File: src/common/ppc_decode_pkg.sv
// decode stage shared definitions

package ppc_decode_pkg;

    localparam int INSTR_W    = 32;
    localparam int REG_ADDR_W = 5;
    localparam int CR_BIT_W   = 5;
    localparam int CR_FIELD_W = 3;
    localparam int LI_W       = 24;
    localparam int BD_W       = 14;
    localparam int BO_W       = 5;
    localparam int BH_W       = 2;
    localparam int LEV_W      = 7;
    localparam int SH_W       = 5;
    localparam int XO_W       = 10;
    localparam int DATA_W     = 32;

    // primary opcodes
    localparam logic [5:0] OPCD_BC     = 6'd16;
    localparam logic [5:0] OPCD_SC     = 6'd17;
    localparam logic [5:0] OPCD_B      = 6'd18;
    localparam logic [5:0] OPCD_XL     = 6'd19;
    localparam logic [5:0] OPCD_RLWIMI = 6'd20;
    localparam logic [5:0] OPCD_RLWINM = 6'd21;
    localparam logic [5:0] OPCD_RLWNM  = 6'd23;
    localparam logic [5:0] OPCD_X      = 6'd31;

    // XL-form extended opcodes
    localparam logic [XO_W-1:0] XO_BCLR   = 10'd16;
    localparam logic [XO_W-1:0] XO_BCCTR  = 10'd528;
    localparam logic [XO_W-1:0] XO_MCRF   = 10'd0;
    localparam logic [XO_W-1:0] XO_CRNOR  = 10'd33;
    localparam logic [XO_W-1:0] XO_CRANDC = 10'd129;
    localparam logic [XO_W-1:0] XO_CRXOR  = 10'd193;
    localparam logic [XO_W-1:0] XO_CRAND  = 10'd257;
    localparam logic [XO_W-1:0] XO_CREQV  = 10'd289;
    localparam logic [XO_W-1:0] XO_CRORC  = 10'd417;
    localparam logic [XO_W-1:0] XO_CROR   = 10'd449;

    // XO-form, OE bit not included
    localparam logic [XO_W-2:0] XO_SUBFC  = 9'd8;
    localparam logic [XO_W-2:0] XO_ADDC   = 9'd10;
    localparam logic [XO_W-2:0] XO_SUBF   = 9'd40;
    localparam logic [XO_W-2:0] XO_NEG    = 9'd104;
    localparam logic [XO_W-2:0] XO_SUBFE  = 9'd136;
    localparam logic [XO_W-2:0] XO_ADDE   = 9'd138;
    localparam logic [XO_W-2:0] XO_SUBFZE = 9'd200;
    localparam logic [XO_W-2:0] XO_ADDZE  = 9'd202;
    localparam logic [XO_W-2:0] XO_SUBFME = 9'd232;
    localparam logic [XO_W-2:0] XO_ADDME  = 9'd234;
    localparam logic [XO_W-2:0] XO_ADD    = 9'd266;

    localparam logic [XO_W-1:0] XO_CMP    = 10'd0;
    localparam logic [XO_W-1:0] XO_CMPL   = 10'd32;

    typedef enum logic [1:0] {
        BR_EXEC_NONE,
        BR_EXEC_BRANCH,
        BR_EXEC_SYSCALL,
        BR_EXEC_COND
    } branch_exec_t;

    typedef enum logic [1:0] {
        BRANCH_UNCOND,
        BRANCH_COND,
        BRANCH_LR,
        BRANCH_CTR
    } branch_op_t;

    typedef enum logic [2:0] {
        COND_MOVE, COND_AND, COND_OR, COND_XOR,
        COND_NOR, COND_ANDC, COND_ORC, COND_EQV
    } cond_op_t;

    typedef enum logic [1:0] {
        FX_EXEC_NONE,
        FX_EXEC_ROTATE,
        FX_EXEC_ADD_SUB,
        FX_EXEC_COMPARE
    } fx_exec_t;

endpackage

File: src/branch/branch_decoder.sv
// branch and condition register decode
`timescale 1ns/1ps

module branch_decoder import ppc_decode_pkg::*;
(
    input  logic                  clk,
    input  logic                  rst,
    input  logic [0:INSTR_W-1]    instruction,
    output branch_exec_t          branch_execute,
    output branch_op_t            branch_op,
    output logic                  lk,
    output logic                  aa,
    output logic [LI_W-1:0]       li,
    output logic [BD_W-1:0]       bd,
    output logic [CR_BIT_W-1:0]   bi,
    output logic [BO_W-1:0]       bo,
    output logic [BH_W-1:0]       bh,
    output logic [LEV_W-1:0]      sc_lev,
    output cond_op_t              cond_op,
    output logic [CR_BIT_W-1:0]   cr_ba,
    output logic [CR_BIT_W-1:0]   cr_bb,
    output logic [CR_BIT_W-1:0]   cr_bt
);

    logic [5:0]          opcd;
    logic [XO_W-1:0]     xl_xo;
    branch_exec_t        exec_d;
    branch_op_t          op_d;
    cond_op_t            cond_d;
    logic                lk_d, aa_d;
    logic [LI_W-1:0]     li_d;
    logic [BD_W-1:0]     bd_d;
    logic [CR_BIT_W-1:0] bi_d, ba_d, bb_d, bt_d;
    logic [BO_W-1:0]     bo_d;
    logic [BH_W-1:0]     bh_d;
    logic [LEV_W-1:0]    lev_d;

    assign opcd  = instruction[0:5];
    assign xl_xo = instruction[21:30];

    always_comb
    begin
        exec_d = BR_EXEC_NONE;
        op_d   = BRANCH_UNCOND;
        cond_d = COND_MOVE;
        lk_d   = 1'b0;
        aa_d   = 1'b0;
        li_d   = '0;
        bd_d   = '0;
        bi_d   = '0;
        bo_d   = '0;
        bh_d   = '0;
        lev_d  = '0;
        ba_d   = '0;
        bb_d   = '0;
        bt_d   = '0;
        case (opcd)
            OPCD_BC:
            begin
                exec_d = BR_EXEC_BRANCH;
                op_d   = BRANCH_COND;
                bo_d   = instruction[6:10];
                bi_d   = instruction[11:15];
                bd_d   = instruction[16:29];
                aa_d   = instruction[30];
                lk_d   = instruction[31];
            end
            OPCD_SC:
            begin
                if (instruction[30]) // always-one bit
                begin
                    exec_d = BR_EXEC_SYSCALL;
                    lev_d  = instruction[20:26];
                end
            end
            OPCD_B:
            begin
                exec_d = BR_EXEC_BRANCH;
                li_d   = instruction[6:29];
                aa_d   = instruction[30];
                lk_d   = instruction[31];
            end
            OPCD_XL:
            begin
                case (xl_xo)
                    XO_BCLR, XO_BCCTR:
                    begin
                        exec_d = BR_EXEC_BRANCH;
                        if (xl_xo == XO_BCLR)
                            op_d = BRANCH_LR;
                        else
                            op_d = BRANCH_CTR;
                        bo_d = instruction[6:10];
                        bi_d = instruction[11:15];
                        bh_d = instruction[19:20];
                        lk_d = instruction[31];
                    end
                    XO_MCRF, XO_CRNOR, XO_CRANDC, XO_CRXOR,
                    XO_CRAND, XO_CREQV, XO_CRORC, XO_CROR:
                    begin
                        exec_d = BR_EXEC_COND;
                        bt_d   = instruction[6:10];
                        ba_d   = instruction[11:15];
                        bb_d   = instruction[16:20];
                        case (xl_xo)
                            XO_CRAND:  cond_d = COND_AND;
                            XO_CROR:   cond_d = COND_OR;
                            XO_CRXOR:  cond_d = COND_XOR;
                            XO_CRNOR:  cond_d = COND_NOR;
                            XO_CRANDC: cond_d = COND_ANDC;
                            XO_CRORC:  cond_d = COND_ORC;
                            XO_CREQV:  cond_d = COND_EQV;
                            default:   cond_d = COND_MOVE; // mcrf
                        endcase
                    end
                    default: ;
                endcase
            end
            default: ;
        endcase
    end

    always_ff @(posedge clk)
    begin
        if (rst)
        begin
            branch_execute <= BR_EXEC_NONE;
            branch_op      <= BRANCH_UNCOND;
            cond_op        <= COND_MOVE;
            {lk, aa, li, bd, bi, bo, bh} <= '0;
            {sc_lev, cr_ba, cr_bb, cr_bt} <= '0;
        end
        else
        begin
            branch_execute <= exec_d;
            branch_op      <= op_d;
            cond_op        <= cond_d;
            {lk, aa, li, bd, bi, bo, bh} <= {lk_d, aa_d, li_d, bd_d, bi_d, bo_d, bh_d};
            {sc_lev, cr_ba, cr_bb, cr_bt} <= {lev_d, ba_d, bb_d, bt_d};
        end
    end

    a_branch_fields_idle: assert property (@(posedge clk)
        branch_execute != BR_EXEC_BRANCH |-> branch_op == BRANCH_UNCOND && !lk && !aa
            && li == '0 && bd == '0 && bi == '0 && bo == '0 && bh == '0)
        else $error("branch fields set outside a branch");

endmodule

File: src/fixed_point/fx_rotate_decoder.sv
// M-form rotate decode
`timescale 1ns/1ps

module fx_rotate_decoder import ppc_decode_pkg::*;
(
    input  logic [0:INSTR_W-1]    instruction,
    output logic                  hit,
    output logic [REG_ADDR_W-1:0] op1_reg,
    output logic [REG_ADDR_W-1:0] op2_reg,
    output logic [REG_ADDR_W-1:0] result_reg,
    output logic                  op2_use_imm,
    output logic [DATA_W-1:0]     op2_immediate,
    output logic [SH_W-1:0]       mb,
    output logic [SH_W-1:0]       me,
    output logic                  mask_insert,
    output logic                  alter_cr0
);

    logic [5:0] opcd;

    assign opcd = instruction[0:5];

    always_comb
    begin
        hit           = 1'b0;
        op1_reg       = '0;
        op2_reg       = '0;
        result_reg    = '0;
        op2_use_imm   = 1'b0;
        op2_immediate = '0;
        mb            = '0;
        me            = '0;
        mask_insert   = 1'b0;
        alter_cr0     = 1'b0;
        if (opcd == OPCD_RLWIMI || opcd == OPCD_RLWINM || opcd == OPCD_RLWNM)
        begin
            hit         = 1'b1;
            op1_reg     = instruction[6:10];  // RS
            result_reg  = instruction[11:15]; // RA
            mb          = instruction[21:25];
            me          = instruction[26:30];
            mask_insert = (opcd == OPCD_RLWIMI);
            alter_cr0   = instruction[31];
            if (opcd == OPCD_RLWNM)
                op2_reg = instruction[16:20]; // rotate count from RB
            else
            begin
                op2_use_imm   = 1'b1;
                op2_immediate = {{(DATA_W-SH_W){1'b0}}, instruction[16:20]};
            end
        end
    end

endmodule

File: src/fixed_point/fx_arith_decoder.sv
// add/subtract and compare decode
`timescale 1ns/1ps

module fx_arith_decoder import ppc_decode_pkg::*;
(
    input  logic [0:INSTR_W-1]    instruction,
    output logic                  hit,
    output logic                  is_compare,
    output logic [REG_ADDR_W-1:0] op1_reg,
    output logic [REG_ADDR_W-1:0] op2_reg,
    output logic [REG_ADDR_W-1:0] result_reg,
    output logic                  op2_use_imm,
    output logic [DATA_W-1:0]     op2_immediate,
    output logic                  subtract,
    output logic                  alter_ca,
    output logic                  alter_ov,
    output logic                  add_ca,
    output logic                  alter_cr0,
    output logic                  cmp_signed,
    output logic [CR_FIELD_W-1:0] bf
);

    logic [5:0]      opcd;
    logic [XO_W-1:0] x_xo;
    logic [XO_W-2:0] xo_xo;
    logic            cmp_hit;
    logic            xo_hit, sub_f, ca_f, ext_f, imm_f, ones_f;

    assign opcd    = instruction[0:5];
    assign x_xo    = instruction[21:30];
    assign xo_xo   = instruction[22:30]; // OE dropped
    assign cmp_hit = (opcd == OPCD_X) && (x_xo == XO_CMP || x_xo == XO_CMPL);

    // columns: hit, subtract, alter_ca, add_ca, immediate, all-ones
    always_comb
    begin
        case (xo_xo)
            XO_ADD:    {xo_hit, sub_f, ca_f, ext_f, imm_f, ones_f} = 6'b100000;
            XO_SUBF:   {xo_hit, sub_f, ca_f, ext_f, imm_f, ones_f} = 6'b110000;
            XO_ADDC:   {xo_hit, sub_f, ca_f, ext_f, imm_f, ones_f} = 6'b101000;
            XO_SUBFC:  {xo_hit, sub_f, ca_f, ext_f, imm_f, ones_f} = 6'b111000;
            XO_ADDE:   {xo_hit, sub_f, ca_f, ext_f, imm_f, ones_f} = 6'b101100;
            XO_SUBFE:  {xo_hit, sub_f, ca_f, ext_f, imm_f, ones_f} = 6'b111100;
            XO_NEG:    {xo_hit, sub_f, ca_f, ext_f, imm_f, ones_f} = 6'b110010;
            XO_ADDZE:  {xo_hit, sub_f, ca_f, ext_f, imm_f, ones_f} = 6'b101110;
            XO_SUBFZE: {xo_hit, sub_f, ca_f, ext_f, imm_f, ones_f} = 6'b111110;
            XO_ADDME:  {xo_hit, sub_f, ca_f, ext_f, imm_f, ones_f} = 6'b101111;
            XO_SUBFME: {xo_hit, sub_f, ca_f, ext_f, imm_f, ones_f} = 6'b111111;
            default:   {xo_hit, sub_f, ca_f, ext_f, imm_f, ones_f} = 6'b000000;
        endcase
    end

    always_comb
    begin
        hit           = 1'b0;
        is_compare    = 1'b0;
        op1_reg       = '0;
        op2_reg       = '0;
        result_reg    = '0;
        op2_use_imm   = 1'b0;
        op2_immediate = '0;
        {subtract, alter_ca, alter_ov, add_ca, alter_cr0} = '0;
        cmp_signed    = 1'b0;
        bf            = '0;
        if (cmp_hit)
        begin
            hit        = 1'b1;
            is_compare = 1'b1;
            op1_reg    = instruction[11:15];
            op2_reg    = instruction[16:20];
            cmp_signed = (x_xo == XO_CMP);
            bf         = instruction[6:8];
        end
        else if (opcd == OPCD_X && xo_hit)
        begin
            hit           = 1'b1;
            op1_reg       = instruction[11:15]; // RA
            result_reg    = instruction[6:10];  // RT
            op2_use_imm   = imm_f;
            op2_reg       = imm_f ? '0 : instruction[16:20];
            op2_immediate = ones_f ? '1 : '0;
            subtract      = sub_f;
            alter_ca      = ca_f;
            add_ca        = ext_f;
            alter_ov      = instruction[21];
            alter_cr0     = instruction[31];
        end
    end

endmodule

File: src/fixed_point/fixed_point_decoder.sv
// fixed-point decode and register
`timescale 1ns/1ps

module fixed_point_decoder import ppc_decode_pkg::*;
(
    input  logic                  clk,
    input  logic                  rst,
    input  logic [0:INSTR_W-1]    instruction,
    output fx_exec_t              fx_execute,
    output logic [REG_ADDR_W-1:0] op1_reg,
    output logic [REG_ADDR_W-1:0] op2_reg,
    output logic [REG_ADDR_W-1:0] result_reg,
    output logic                  op2_use_imm,
    output logic [DATA_W-1:0]     op2_immediate,
    output logic [SH_W-1:0]       mb,
    output logic [SH_W-1:0]       me,
    output logic                  mask_insert,
    output logic                  subtract,
    output logic                  alter_ca,
    output logic                  alter_ov,
    output logic                  add_ca,
    output logic                  alter_cr0,
    output logic                  cmp_signed,
    output logic [CR_FIELD_W-1:0] bf
);

    logic                  rot_hit, rot_imm, rot_insert, rot_cr0;
    logic [REG_ADDR_W-1:0] rot_op1, rot_op2, rot_res;
    logic [DATA_W-1:0]     rot_immediate;
    logic [SH_W-1:0]       rot_mb, rot_me;
    logic                  ari_hit, ari_cmp, ari_imm, ari_sub, ari_ca, ari_ov, ari_add_ca;
    logic                  ari_cr0, ari_signed;
    logic [REG_ADDR_W-1:0] ari_op1, ari_op2, ari_res;
    logic [DATA_W-1:0]     ari_immediate;
    logic [CR_FIELD_W-1:0] ari_bf;
    fx_exec_t              exec_d;

    fx_rotate_decoder rotate_i (
        .instruction(instruction), .hit(rot_hit),
        .op1_reg(rot_op1), .op2_reg(rot_op2), .result_reg(rot_res),
        .op2_use_imm(rot_imm), .op2_immediate(rot_immediate),
        .mb(rot_mb), .me(rot_me), .mask_insert(rot_insert), .alter_cr0(rot_cr0)
    );

    fx_arith_decoder arith_i (
        .instruction(instruction), .hit(ari_hit), .is_compare(ari_cmp),
        .op1_reg(ari_op1), .op2_reg(ari_op2), .result_reg(ari_res),
        .op2_use_imm(ari_imm), .op2_immediate(ari_immediate),
        .subtract(ari_sub), .alter_ca(ari_ca), .alter_ov(ari_ov), .add_ca(ari_add_ca),
        .alter_cr0(ari_cr0), .cmp_signed(ari_signed), .bf(ari_bf)
    );

    always_comb
    begin
        if (rot_hit)
            exec_d = FX_EXEC_ROTATE;
        else if (ari_hit && ari_cmp)
            exec_d = FX_EXEC_COMPARE;
        else if (ari_hit)
            exec_d = FX_EXEC_ADD_SUB;
        else
            exec_d = FX_EXEC_NONE;
    end

    // sub-decoders drive zeros on a miss
    always_ff @(posedge clk)
    begin
        if (rst)
        begin
            fx_execute <= FX_EXEC_NONE;
            {op1_reg, op2_reg, result_reg, op2_use_imm, op2_immediate} <= '0;
            {mb, me, mask_insert, subtract, alter_ca, alter_ov, add_ca} <= '0;
            {alter_cr0, cmp_signed, bf} <= '0;
        end
        else
        begin
            fx_execute    <= exec_d;
            op1_reg       <= rot_hit ? rot_op1 : ari_op1;
            op2_reg       <= rot_hit ? rot_op2 : ari_op2;
            result_reg    <= rot_hit ? rot_res : ari_res;
            op2_use_imm   <= rot_hit ? rot_imm : ari_imm;
            op2_immediate <= rot_hit ? rot_immediate : ari_immediate;
            alter_cr0     <= rot_hit ? rot_cr0 : ari_cr0;
            {mb, me, mask_insert} <= {rot_mb, rot_me, rot_insert};
            {subtract, alter_ca, alter_ov, add_ca} <= {ari_sub, ari_ca, ari_ov, ari_add_ca};
            {cmp_signed, bf} <= {ari_signed, ari_bf};
        end
    end

    a_single_hit: assert property (@(posedge clk) disable iff (rst) !(rot_hit && ari_hit))
        else $error("rotate and arithmetic decode both hit");

endmodule

File: src/design/ppc_decode_top.sv
// instruction decode stage top
`timescale 1ns/1ps

module ppc_decode_top import ppc_decode_pkg::*;
(
    input  logic                  clk,
    input  logic                  rst,
    input  logic [0:INSTR_W-1]    instruction,
    output branch_exec_t          branch_execute,
    output branch_op_t            branch_op,
    output logic                  lk,
    output logic                  aa,
    output logic [LI_W-1:0]       li,
    output logic [BD_W-1:0]       bd,
    output logic [CR_BIT_W-1:0]   bi,
    output logic [BO_W-1:0]       bo,
    output logic [BH_W-1:0]       bh,
    output logic [LEV_W-1:0]      sc_lev,
    output cond_op_t              cond_op,
    output logic [CR_BIT_W-1:0]   cr_ba,
    output logic [CR_BIT_W-1:0]   cr_bb,
    output logic [CR_BIT_W-1:0]   cr_bt,
    output fx_exec_t              fx_execute,
    output logic [REG_ADDR_W-1:0] op1_reg,
    output logic [REG_ADDR_W-1:0] op2_reg,
    output logic [REG_ADDR_W-1:0] result_reg,
    output logic                  op2_use_imm,
    output logic [DATA_W-1:0]     op2_immediate,
    output logic [SH_W-1:0]       mb,
    output logic [SH_W-1:0]       me,
    output logic                  mask_insert,
    output logic                  subtract,
    output logic                  alter_ca,
    output logic                  alter_ov,
    output logic                  add_ca,
    output logic                  alter_cr0,
    output logic                  cmp_signed,
    output logic [CR_FIELD_W-1:0] bf
);

    branch_decoder branch_i (
        .clk(clk), .rst(rst), .instruction(instruction),
        .branch_execute(branch_execute), .branch_op(branch_op), .lk(lk), .aa(aa),
        .li(li), .bd(bd), .bi(bi), .bo(bo), .bh(bh), .sc_lev(sc_lev),
        .cond_op(cond_op), .cr_ba(cr_ba), .cr_bb(cr_bb), .cr_bt(cr_bt)
    );

    fixed_point_decoder fixed_point_i (
        .clk(clk), .rst(rst), .instruction(instruction), .fx_execute(fx_execute),
        .op1_reg(op1_reg), .op2_reg(op2_reg), .result_reg(result_reg),
        .op2_use_imm(op2_use_imm), .op2_immediate(op2_immediate),
        .mb(mb), .me(me), .mask_insert(mask_insert),
        .subtract(subtract), .alter_ca(alter_ca), .alter_ov(alter_ov), .add_ca(add_ca),
        .alter_cr0(alter_cr0), .cmp_signed(cmp_signed), .bf(bf)
    );

endmodule

File: config.mk
export PLATFORM = sky130hd
export DESIGN_NAME = ppc_decode_top
export DESIGN_NICKNAME = d
export VERILOG_FILES = /design/src/common/ppc_decode_pkg.sv /design/src/branch/branch_decoder.sv /design/src/fixed_point/fx_rotate_decoder.sv /design/src/fixed_point/fx_arith_decoder.sv /design/src/fixed_point/fixed_point_decoder.sv /design/src/design/ppc_decode_top.sv
export SDC_FILE = /design/constraint.sdc
export NUM_CORES = 1
export LEC_CHECK = 0
export BUFFER_PORTS_ARGS = -buffer_cell sky130_fd_sc_hd__buf_2
export CORE_ASPECT_RATIO = 0.7
export CORE_MARGIN = 2
export CORE_UTILIZATION = 46
export DETAILED_ROUTE_END_ITERATION = 10
export GPL_ROUTABILITY_DRIVEN = 0
export PLACE_DENSITY_LB_ADDON = 0.08
export SLEW_MARGIN = 30
export SYNTH_ARGS = -nofsm -noshare
export SYNTH_HDL_FRONTEND = slang
export SYNTH_SLANG_ARGS = --single-unit
File: constraint.sdc
create_clock -name clk -period 1.8 [get_ports clk]
set_input_delay 0.27 -clock clk [delete_from_list [all_inputs] [get_ports clk]]
set_output_delay 0.27 -clock clk [all_outputs]
set_load 0.03 [all_outputs]
# Word level (Yosys, flattened, before mapping)
# Cells that the tools add are included.
[totals]
ff_bits = 151
wordCells = 152
output_inout_bits = 151
[op_classes]
reduce_logical = 26
eq_ne = 29
bitwise_logic = 11
muxes = 55
[ops]
columns = ["operator", "count"]
rows = [
  ["$mux W32", 4],
  ["$mux W5", 18],
  ["$eq A9 B8 Y1 const B", 6],
  ["$eq A6 B5 Y1 const B", 8],
  ["$eq A10 B9 Y1 const B", 4],
  ["$mux W1", 22],
  ["$pmux W3 S7", 1],
  ["$eq A10 B6 Y1 const B", 2],
  ["$eq A10 B8 Y1 const B", 2],
  ["$pmux W5 S2", 2],
  ["$eq A9 B4 Y1 const B", 2],
  ["$reduce_or A2 Y1", 9],
  ["$reduce_or A8 Y1", 2],
  ["$reduce_or A3 Y1", 4],
  ["$reduce_or A6 Y1", 2],
  ["$not A1 Y1", 11],
  ["$reduce_or A11 Y1", 1],
  ["$eq A10 B10 Y1 const B", 1],
  ["$eq A10 B5 Y1 const B", 1],
  ["$logic_not A10 Y1", 1],
  ["$eq A9 B6 Y1 const B", 1],
  ["$eq A9 B7 Y1 const B", 1],
  ["$eq A9 B9 Y1 const B", 1],
  ["$mux W2", 4],
  ["6 further kinds", 11],
]

# Depth between registers and ports, before layout
# Gate-level depths: netlist (run 1).
[depth]
word_depth = 9
depth_mapped = 7
depth_no_buf = 5

# Hierarchy
# A second synthesis (run 1) with hierarchy kept.
[hier_totals]
hier_cells = 571
area_unflattened_um2 = 5849.4
[by_module_without_submodules]
columns = ["mod", "cells_per_inst", "seq_area_each_um2", "instances", "area_per_inst_um2"]
rows = [
  ["branch_decoder", 203, 1621.6, 1, 2406.1],
  ["fixed_point_decoder", 204, 1401.3, 1, 2332.2],
  ["fx_arith_decoder", 92, 0.0, 1, 606.8],
  ["fx_rotate_decoder", 72, 0.0, 1, 504.2],
]

# Least setup slack after synthesis (run 1)
# OpenSTA, ideal clock, no wires.
[synth_timing]
path_type = "input to register"
startpoint = "in instruction[0] (netlist name)"
endpoint = "reg fixed_point_i.subtract"
setup_ps = 103
required_time_ps = 1697
setup_slack_ps = 303
cell_stages = 5
arrival_ps = 1393
n_path_buf = 0
cell_sequence = "and4b_1 nand3_4 nor4_4 nand2_1 a2111oi_2"
[synth_via]
elab_chain_len = 4
word_cells_on_any_way = 5
classes_between = "1 x eq/ne; 1 x bitwise; 3 x reduce/logical"
[synth_lines]
columns = ["element", "line_no", "text"]
rows = [
  ["from (decl)", "ppc_decode_top.sv:8", "input logic [0:INSTR_W-1] instruction,"],
  ["$eq A6 B5 Y1 (*)", "fx_arith_decoder.sv:32, fx_arith_decoder.sv:74", ""],
  ["$logic_and A1 B1 Y1", "fx_arith_decoder.sv:74", "else if (opcd == OPCD_X && xo_hit)"],
  ["$not A1 Y1 (no source line)", "-", ""],
  ["$reduce_or A3 Y1 (no source line) (*)", "-", ""],
  ["to (signal assigned)", "fixed_point_decoder.sv:85", "{subtract, alter_ca, alter_ov, add_ca} <= {ari_sub, ari_ca, ari_ov, ari_add_ca};"],
  ["to (decl)", "fixed_point_decoder.sv:18", "output logic subtract,"],
]
# Every way passes the cells marked *; elsewhere a longest branch is shown, timed or not.
# A chain may end at the register's enable or synchronous reset.

==> flow_results.org, run 1 <==
** Hold path
- Worst Hold Class :: in -> reg

** Clock tree
- For this design, the sink count on the clock tree is 125.
- TritonCTS built the clock tree.
- Quantity of gates resized following cts :: 0
- The tree is rooted in a sky130_fd_sc_hd__clkbuf_16.
- Clock-pin slew reported for the worst setup and hold paths after clock tree synthesis :: 0.05 ns
- CTS built an H-tree with a depth of 4.
- No sink is reached through more buffers than the 2 on the longest clock path.
- The number of setup buffers added after CTS is 0.
- Buffers inserted during clock tree synthesis total 17.
- Count of hold buffers inserted by post-cts repair :: 0

** Floorplan
- Once the floorplan was initialized, standard cells occupied 48.0% of the core.
- The floorplan step set the die width to 117 um.
- The die is 83.0 um tall.
- Number of primary I/O pins :: 185
- After floorplanning, the core was divided into 28 placement rows.
- The die covers 9700 sq um.
- Standard cell core area :: 8550 sq um

** Detailed routing
- Count of unresolved DRC violations after routing :: 0
- In the routed layout, each cell is associated on average with a via count of 4.80.
- The routed design has 11.0 mm of wire.
- TritonRoute pass-1 iters :: 4
- Total number of vias :: 3362
- DRC violation total after the first TritonRoute iteration :: 123
- After detailed routing, the average wire length per cell comes to 15.8 um.
- The detail route stage leaves a number of antenna-violating nets equal to 0.

** Timing
- Setup tns final :: 0 ns
- Minimum setup slack in the final design :: 0.346 ns
- Hold Slack :: 0.110 ns
- Final critical path time including I/O delays and setup :: 1.45 ns
- Tcrit/Tclk final :: 80.8%
- Setup violations remaining at the end of the flow were counted as 0.
- Setup repair after global routing left no endpoint under its margin.
- The max-slew violation total from the final report came to 0.
- The final count of hold timing violations was 0.
- At the pin with the least slew margin, the transition time is 0.864 ns.
- Timing would allow up to 688 MHz.
- Measured against its own limit, the worst slew margin works out to 42.2%.

** Worst setup path
- In this run the number of cells on the critical path is 1.
- Start point of the critical path :: fixed_point_i.op2_immediate[30]$_SDFF_PP0_
- Critical path data arrival time :: 1.18 ns
- The worst setup path is captured at an output pin.
- CP required :: 1.53 ns
- Crit path max fanout :: 27
- Cell breakdown of the critical path :: buf_2
- In this design, the stage delay of the slowest critical-path cell is 0.51 ns.
- Critical path launch point type :: register
- The critical path ends at op2_immediate[28].
- The setup path with the least slack is of type reg -> out.
- Top Family by Delay on Critical Path :: flip-flops
- For this design, the slowest cell found on the critical path is sky130_fd_sc_hd__dfxtp_2.
- Counting both buffers and inverters, the worst setup path holds a total of 1.

** Power and ir drop
- Power per Cell Area :: 1110 nW/um^2
- Overall power consumption after layout is estimated at 6240 uW.
- Peak VDD IR :: 0.685 mV
- The analysis attributes to cell leakage a power of 0.00293 uW.

** GRT
- Via count of the first global-routing pass :: 3308
- Congestion Overflow GR :: 0
- In the global route stage, overall resource usage came out at 23.3%.
- Antenna violations before repair :: 0
- The first global-routing pass estimated 17.2 mm of wire.
- Entering global routing, the biggest net connects 28 pins.

** Final layout
- The filler cells instantiated in the layout total 739.
- For this run, the number of standard cells in the final layout without fillers is 701.
- Sequential cell area :: 2500 sq um
- Of the cells placed in the final design, the portion with a size suffix greater than 1 is 43.7%.
- In the final layout, the multi-input gates occupy 1290 sq um.
- The repair_antennas step left the layout with diodes totalling 0.
- Area growth, synth to finish :: 37.2%
- Most frequent cells in the layout :: sky130_fd_sc_hd__buf_2, sky130_fd_sc_hd__dfxtp_1, sky130_fd_sc_hd__nor2_1, sky130_fd_sc_hd__and2_1, sky130_fd_sc_hd__and3_1
- Number of flip-flops under the largest register name :: 24
- After the last flow step, the layout net total stands at 602.
- Commonest non-fill, non-tap cell in the layout :: sky130_fd_sc_hd__buf_2

** Synthesis
- Post-synth net total :: 425
- Seq/Total Area, Yosys :: 61.0%
- Number of storage elements in the synthesis netlist :: 125
- Post-Synthesis Mean Instance Area :: 10.5 sq um
- Cell count after synthesis :: 391
- Unique masters post-synth :: 47
- Yosys printed 0 warnings.
- Mapped Area :: 4100 sq um

** Placed design
- Once detailed placement completed, the half-perimeter wirelength came to 8.19 mm.
- Including well taps, the total number of placed cells is 669.
- Number of input and output port buffers inserted :: 184
- Timing analysis after detailed placement gives a worst setup slack of 0.0226 ns.

** Run status
- Outcome :: completed

** Flow run
- Max-cap violations :: 0
[how the worst min path moves through the flow]
stage	endpoint	start	cells past startpoint	slack [ns]
final	branch_i.li[23]$_SDFF_PP0_	instruction[6]	2	0.11
after global routing	branch_i.li[23]$_SDFF_PP0_	instruction[6]	2	0.11
after CTS	branch_i.li[23]$_SDFF_PP0_	instruction[6]	2	0.1
after detailed placement	branch_i.li[23]$_SDFF_PP0_	instruction[6]	2	0.51
after global placement	branch_i.li[23]$_SDFF_PP0_	instruction[6]	2	0.51
after floorplan	fixed_point_i.subtract$_SDFF_PP0_	instruction[29]	1	0.34
[kinds of logic (layout without fill, tap and decap cells)]
family / Yosys count / after routing / synth area share [%]
simple gates: 179 / 179 / 24.6
compound gates: 34 / 34 / 6.59
flops: 125 / 125 / 61.0
buf+inv: 52 / 242 / 7.50
fa+ha+maj: 1 / 1 / 0.274
[power breakdown]
group | internal (uW) | leakage (uW) | switching (uW)
Sequential | 2780 | 0.00101 | 2.88
Combinational | 84.7 | 0.00164 | 170
Clock | 1970 | 0.000276 | 1230
[through the flow]
| step | instance area [sq um] | utilization (%) |
|---|---|---|
| final | 5630 | 65.9 |
| after floorplan | 4100 | - |
| after global routing | 5630 | 65.9 |
| after CTS | 5630 | 65.8 |
| after global placement | 5060 | 59.2 |
| after detailed placement | 5060 | 59.2 |
[area by class of cell]
cell class	count	area share, %
well taps	120	2.67
multi-input cells	214	23.0
clock inverters	13	2.07
inverters	4	0.267
repair buffers	206	19.5
flip-flops and latches	125	44.5
clock buffers	19	8.05
[Yosys cell counts, drive strengths merged]
library cell | instances | share of area [%]
a21o | 6 | 1.1
o211ai | 2 | 0.61
a2111oi | 1 | 0.37
o21bai | 1 | 0.18
and3 | 23 | 3.5
o2111ai | 2 | 0.43
inv | 4 | 0.37
o32ai | 5 | 1.1
nor2 | 59 | 5.4
nor2b | 3 | 0.46
and4bb | 1 | 0.30
or3 | 2 | 0.30
and4b | 2 | 0.49
or2 | 1 | 0.15
a211oi | 1 | 0.30
a21oi | 6 | 0.82
a22oi | 5 | 0.92
dfxtp | 125 | 61
nor4b | 3 | 0.79
and2 | 32 | 4.9
nor3 | 14 | 2.0
and4 | 1 | 0.21
nand2b | 14 | 2.1
nand3 | 4 | 0.79
o22ai | 1 | 0.15
buf | 36 | 6.0
nand4 | 2 | 0.30
a22o | 1 | 0.21
and2b | 1 | 0.18
clkbuf | 12 | 1.1
nand2 | 10 | 0.92
maj3 | 1 | 0.27
nor4 | 2 | 0.82
o21ai | 2 | 0.24
nor3b | 5 | 1.0
o31ai | 1 | 0.18
[layer usage]
metal / vias to the layer above / share of wire (%) / track usage, %
li1: 1637 / - / -
met1: 1580 / 45 / 31.1
met2: 137 / 46 / 36.0
met3: 8 / 8.2 / 7.08
met4: 0 / 0.69 / 7.59
met5: - / 0 / 0
No activity file was read; power rests on OpenSTA's default activity.
==> inputs of run 2 (changes only) <==
ABC_AREA = 1   (was unset)
CORE_UTILIZATION = 42   (was 46)
clock period = 1.31 ns   (was 1.8 ns; I/O delays follow)
==> run 2 against run 1 <==
- global-route usage fell by 1.4 points
- flip-flop and latch count did not move
- synthesized cell count rose by 26%
- critical path depth rose by 1
- design area rose by 12%
- clock-buffer cell count rose by 2
- non-clock buffer count rose by 46
- largest power group unchanged
==> flow_results.org, run 2 <==
** Clock tree
- TritonCTS created 17 clock buffers.
- Clock tree synthesis selected as its root buffer the cell sky130_fd_sc_hd__clkbuf_16.
- Clock tree from TritonCTS :: yes
- Clock Sink Count :: 125
- Clock-pin slew reported for the worst setup and hold paths after clock tree synthesis :: 0.05 ns
- The clock passes through at most 2 buffers.
- Maximum level of the CTS H-tree :: 4

** Power and ir drop
- Internal power comes to 7310 uW.
- Per report_power, the clock group accounts for 53.6% of the total.
- Peak VDD IR :: 1.07 mV
- Of the total power, the share spent switching nets is 20.3%.
- Standby leakage power :: 0.00345 uW
- Combinational logic burns 4.7% of the power.
- The share of total power dissipated in sequential elements is 41.6%.
- Power per Cell Area :: 1460 nW/um^2
- Sw Pwr :: 1870 uW

** Synthesis
- Post-synth net total :: 526
- Most instantiated cells after synthesis :: sky130_fd_sc_hd__nor2_1, sky130_fd_sc_hd__dfxtp_1, sky130_fd_sc_hd__nand2_1, sky130_fd_sc_hd__inv_1, sky130_fd_sc_hd__buf_4
- In this run the cell area of the synthesized design comes to 4190 sq um.
- sky130_fd_sc_hd__dfxtp_1 takes more of the synthesized area than any other cell.
- The portion of synthesized area spent on multiplexers is 0%.
- In the post-synthesis netlist, the biggest area contributors are sky130_fd_sc_hd__dfxtp_1, sky130_fd_sc_hd__nor2_1, sky130_fd_sc_hd__nand2_1.
- After synthesis, flip-flops and latches occupy 59.7% of the total area.
- Proportion of register bits with asynchronous set or reset after synthesis :: 0%
- Leading register cell type out of synthesis :: sky130_fd_sc_hd__dfxtp_1
- Summing the areas of all and, or, nand and nor instances in the mapped netlist gives 26.5% of the synthesized area.
- Summed over its instances, the top area cell type makes up 59.7% of the synthesized netlist area.
- Unique masters post-synth :: 29
- In the post-synthesis netlist, the cell with the most instances is sky130_fd_sc_hd__nor2_1.
- Number of storage elements in the synthesis netlist :: 125
- During synthesis, Yosys emitted a total of 0 warnings.
- EDFF count, synth :: 0
- Summing the areas of all compound-gate instances in the mapped netlist gives 3.05% of the synthesized area.
- Summing the areas of all xor and xnor instances in the mapped netlist gives 0% of the synthesized area.
- Largest family of logic cells by synthesized area :: simple AND/OR/NAND/NOR gates
- The cell count after synthesis came out at 492.
- Of the total synthesized cell area, the portion taken by full adders, half adders and majority gates is 0%.
- Post-Synthesis Mean Instance Area :: 8.51 sq um

** Floorplan
- Row generation in the floorplan step produced 30 rows.
- Number of primary I/O pins :: 185
- For this configuration, the core starts out at a cell density of 43.3%.
- The floorplan step set the die width to 123 um.
- Die ar. :: 10800 sq um
- After floorplanning, the core was sized to cover 9680 sq um.
- Die Span Y :: 87.6 um

** Worst setup path
- Delay of the slowest critical-path stage :: 0.36 ns
- Critical path launch point type :: register
- The cell family contributing the most delay on the critical path is flip-flops.
- The critical path runs through a total of 2 cells.
- The setup path with the least slack is of type reg -> out.
- Critical path data arrival time :: 1.08 ns
- The signal on the critical path passes through buf_12, buf_2.
- Number of buffer and inverter stages on the critical path :: 2
- STA classifies the critical path endpoint as an output pin.
- Crit path max fanout :: 14
- The slowest stage of the critical path is the sky130_fd_sc_hd__dfxtp_4 cell.
- CP required :: 1.11 ns

** Final layout
- Number of cells in the finished layout apart from fillers :: 869
- The final layout contains 763 nets.
- Relative to the synthesized area, the layout overhead comes to 50.4%.
- Most frequent cells in the layout :: sky130_fd_sc_hd__buf_2, sky130_fd_sc_hd__nor2_1, sky130_fd_sc_hd__dfxtp_1, sky130_fd_sc_hd__nand2_1, sky130_fd_sc_hd__buf_4
- Cells with a size suffix above 1 make up 41.3% of the layout.
- Commonest non-fill, non-tap cell in the layout :: sky130_fd_sc_hd__buf_2
- Count of antenna diodes in the layout :: 0
- Number of flip-flops under the largest register name :: 24
- The layout has 839 filler cells.

** Detailed routing
- Detailed routing inserted a total of 3888 vias.
- The routed design has 11.9 mm of wire.
- Drt via density :: 4.47
- Once detail routing completed, the nets flagged for antenna violations numbered 0.
- Final routed wire length divided by cell count :: 13.7 um
- For this run, design rule violations remaining after detail routing come to 0.
- TritonRoute pass-1 iters :: 4
- The first routing iteration left 200 violations.

** Timing
- Minimum setup slack in the final design :: 0.0340 ns
- For the pin with the worst max-slew slack, the measured transition is 0.519 ns.
- Setup repair after global routing missed its margin :: true
- The final count of hold timing violations came to 0.
- Number of setup violations in the final report :: 0
- Based on the critical path, the design can be clocked at up to 784 MHz.
- The max-slew violation total from the final report is 0.
- Max-slew headroom at the worst pin :: 65.2%
- For the finished layout, the period the worst path requires is 1.28 ns.
- The final critical path takes up 97.4% of the cycle.

** GRT
- Global routing used 21.9% of the available tracks.
- The first global-routing pass estimated 17.8 mm of wire.
- Via count of the first global-routing pass :: 3674
- Congestion Overflow GR :: 0
- Largest net degree at the start of global routing :: 28
- The initial antenna violation count is 0.

** Flow run
- Max-cap violations in this run came to 0.

** Placed design
- Setup WS pre-CTS :: -0.290 ns
- Dpl hpwl :: 9.09 mm
- Input and output buffers added on the ports amount to 184.
- Cell Count Post-Placement :: 835

** Hold path
- The startpoint identified for the worst hold timing path is instruction[6].
- Endpoint of the worst hold path :: fixed_point_i.op1_reg[4]$_SDFF_PP0_
- Along the worst hold path, the cell count comes to 3.
- Worst Hold Class :: in -> reg

** Run status
- Outcome :: completed
==> run 2: cell types whose count changed in the layout (fill, tap and decap cells not counted), moves of 8 or more <==
cell,before,now
sky130_fd_sc_hd__and2_1,32,0
sky130_fd_sc_hd__and3_1,23,0
sky130_fd_sc_hd__buf_2,184,165
sky130_fd_sc_hd__buf_4,21,76
sky130_fd_sc_hd__inv_1,3,49
sky130_fd_sc_hd__nand2_1,10,77
sky130_fd_sc_hd__nand2b_1,14,0
sky130_fd_sc_hd__nand3_1,3,18
sky130_fd_sc_hd__nor2_1,59,135
sky130_fd_sc_hd__nor3_1,12,4
==> run 2: how the worst max path moves through the flow <==
stage	slack, ns	start	endpoint
2_1_floorplan	0.03	instruction[24]	fixed_point_i.result_reg[0]$_SDFF_PP0_
3_3_place_gp	-0.25	instruction[26]	fixed_point_i.op1_reg[0]$_SDFF_PP0_
3_5_place_dp	-0.29	instruction[28]	fixed_point_i.result_reg[0]$_SDFF_PP0_
4_1_cts	-0.01	fixed_point_i.op2_immediate[30]$_SDFF_PP0_	op2_immediate[18]
5_1_grt	-0.03	fixed_point_i.op2_immediate[30]$_SDFF_PP0_	op2_immediate[24]
6_report	0.03	fixed_point_i.op2_immediate[30]$_SDFF_PP0_	op2_immediate[24]
==> run 2: cell type report <==
class	instances	area [sq um]	share of cell area, %
clock inverter	10	161	2.56
tap	128	160	2.54
sequential	125	2510	39.8
inverter	54	203	3.22
timing repair buffer	252	1540	24.5
multi-input combinational	279	1260	19.9
clock buffer	21	470	7.47
==> run 2: power groups by stage <==
stage | clock network [uW] | registers [uW] | logic (uW)
after floorplan | 0 | 3930 | 158
after global placement | 0 | 3900 | 417
after detailed placement | 0 | 3900 | 422
after CTS | 4980 | 3820 | 428
after global routing | 5150 | 3820 | 475
final | 4920 | 3820 | 432
==> run 2: cell families (layout without fill, tap and decap cells) <==
logic type,Yosys count,count (layout)
simple gates,258,258
flops,125,125
buf+inv,88,337
compound gates,21,21
==> run 2: worst min-delay path: cells and delay by family <==
kind / cells / cell delay, ns
buffers and inverters: 1 / 0.09
and+or+nand+nor: 2 / 0.10
==> run 2: metrics by stage <==
step | hold WS, ns | TNS [ns] | total power [uW] | cell area, sq um | util [%]
2_1_floorplan | 0.269 | 0 | 4090 | 4190 | -
3_3_place_gp | 0.418 | -11.54 | 4320 | 5550 | 57.3
3_5_place_dp | 0.418 | -14.07 | 4330 | 5550 | 57.3
4_1_cts | 0.00291 | -0.225 | 9230 | 6200 | 64.0
5_1_grt | 0.0239 | -0.503 | 9440 | 6300 | 65.1
6_report | 0.0207 | 0 | 9170 | 6300 | 65.1
==> run 2: routing by layer <==
layer	routed length, um	part of all wire, %	vias up	global-route usage (%)
li1	-	-	1960	-
met1	5590	47	1784	28.4
met2	5450	46	138	34.9
met3	853	7.2	6	7.03
met4	34	0.29	0	7.54
met5	0	0	-	0
==> run 2: timing repair <==
action	CTS	global route
endpoints found under the hold margin	1	0
resized for setup	1	43
endpoints found under the setup margin	27	50
pin swaps	0	0
setup buffers	0	2
hold buffers	1	0
cloned	0	0
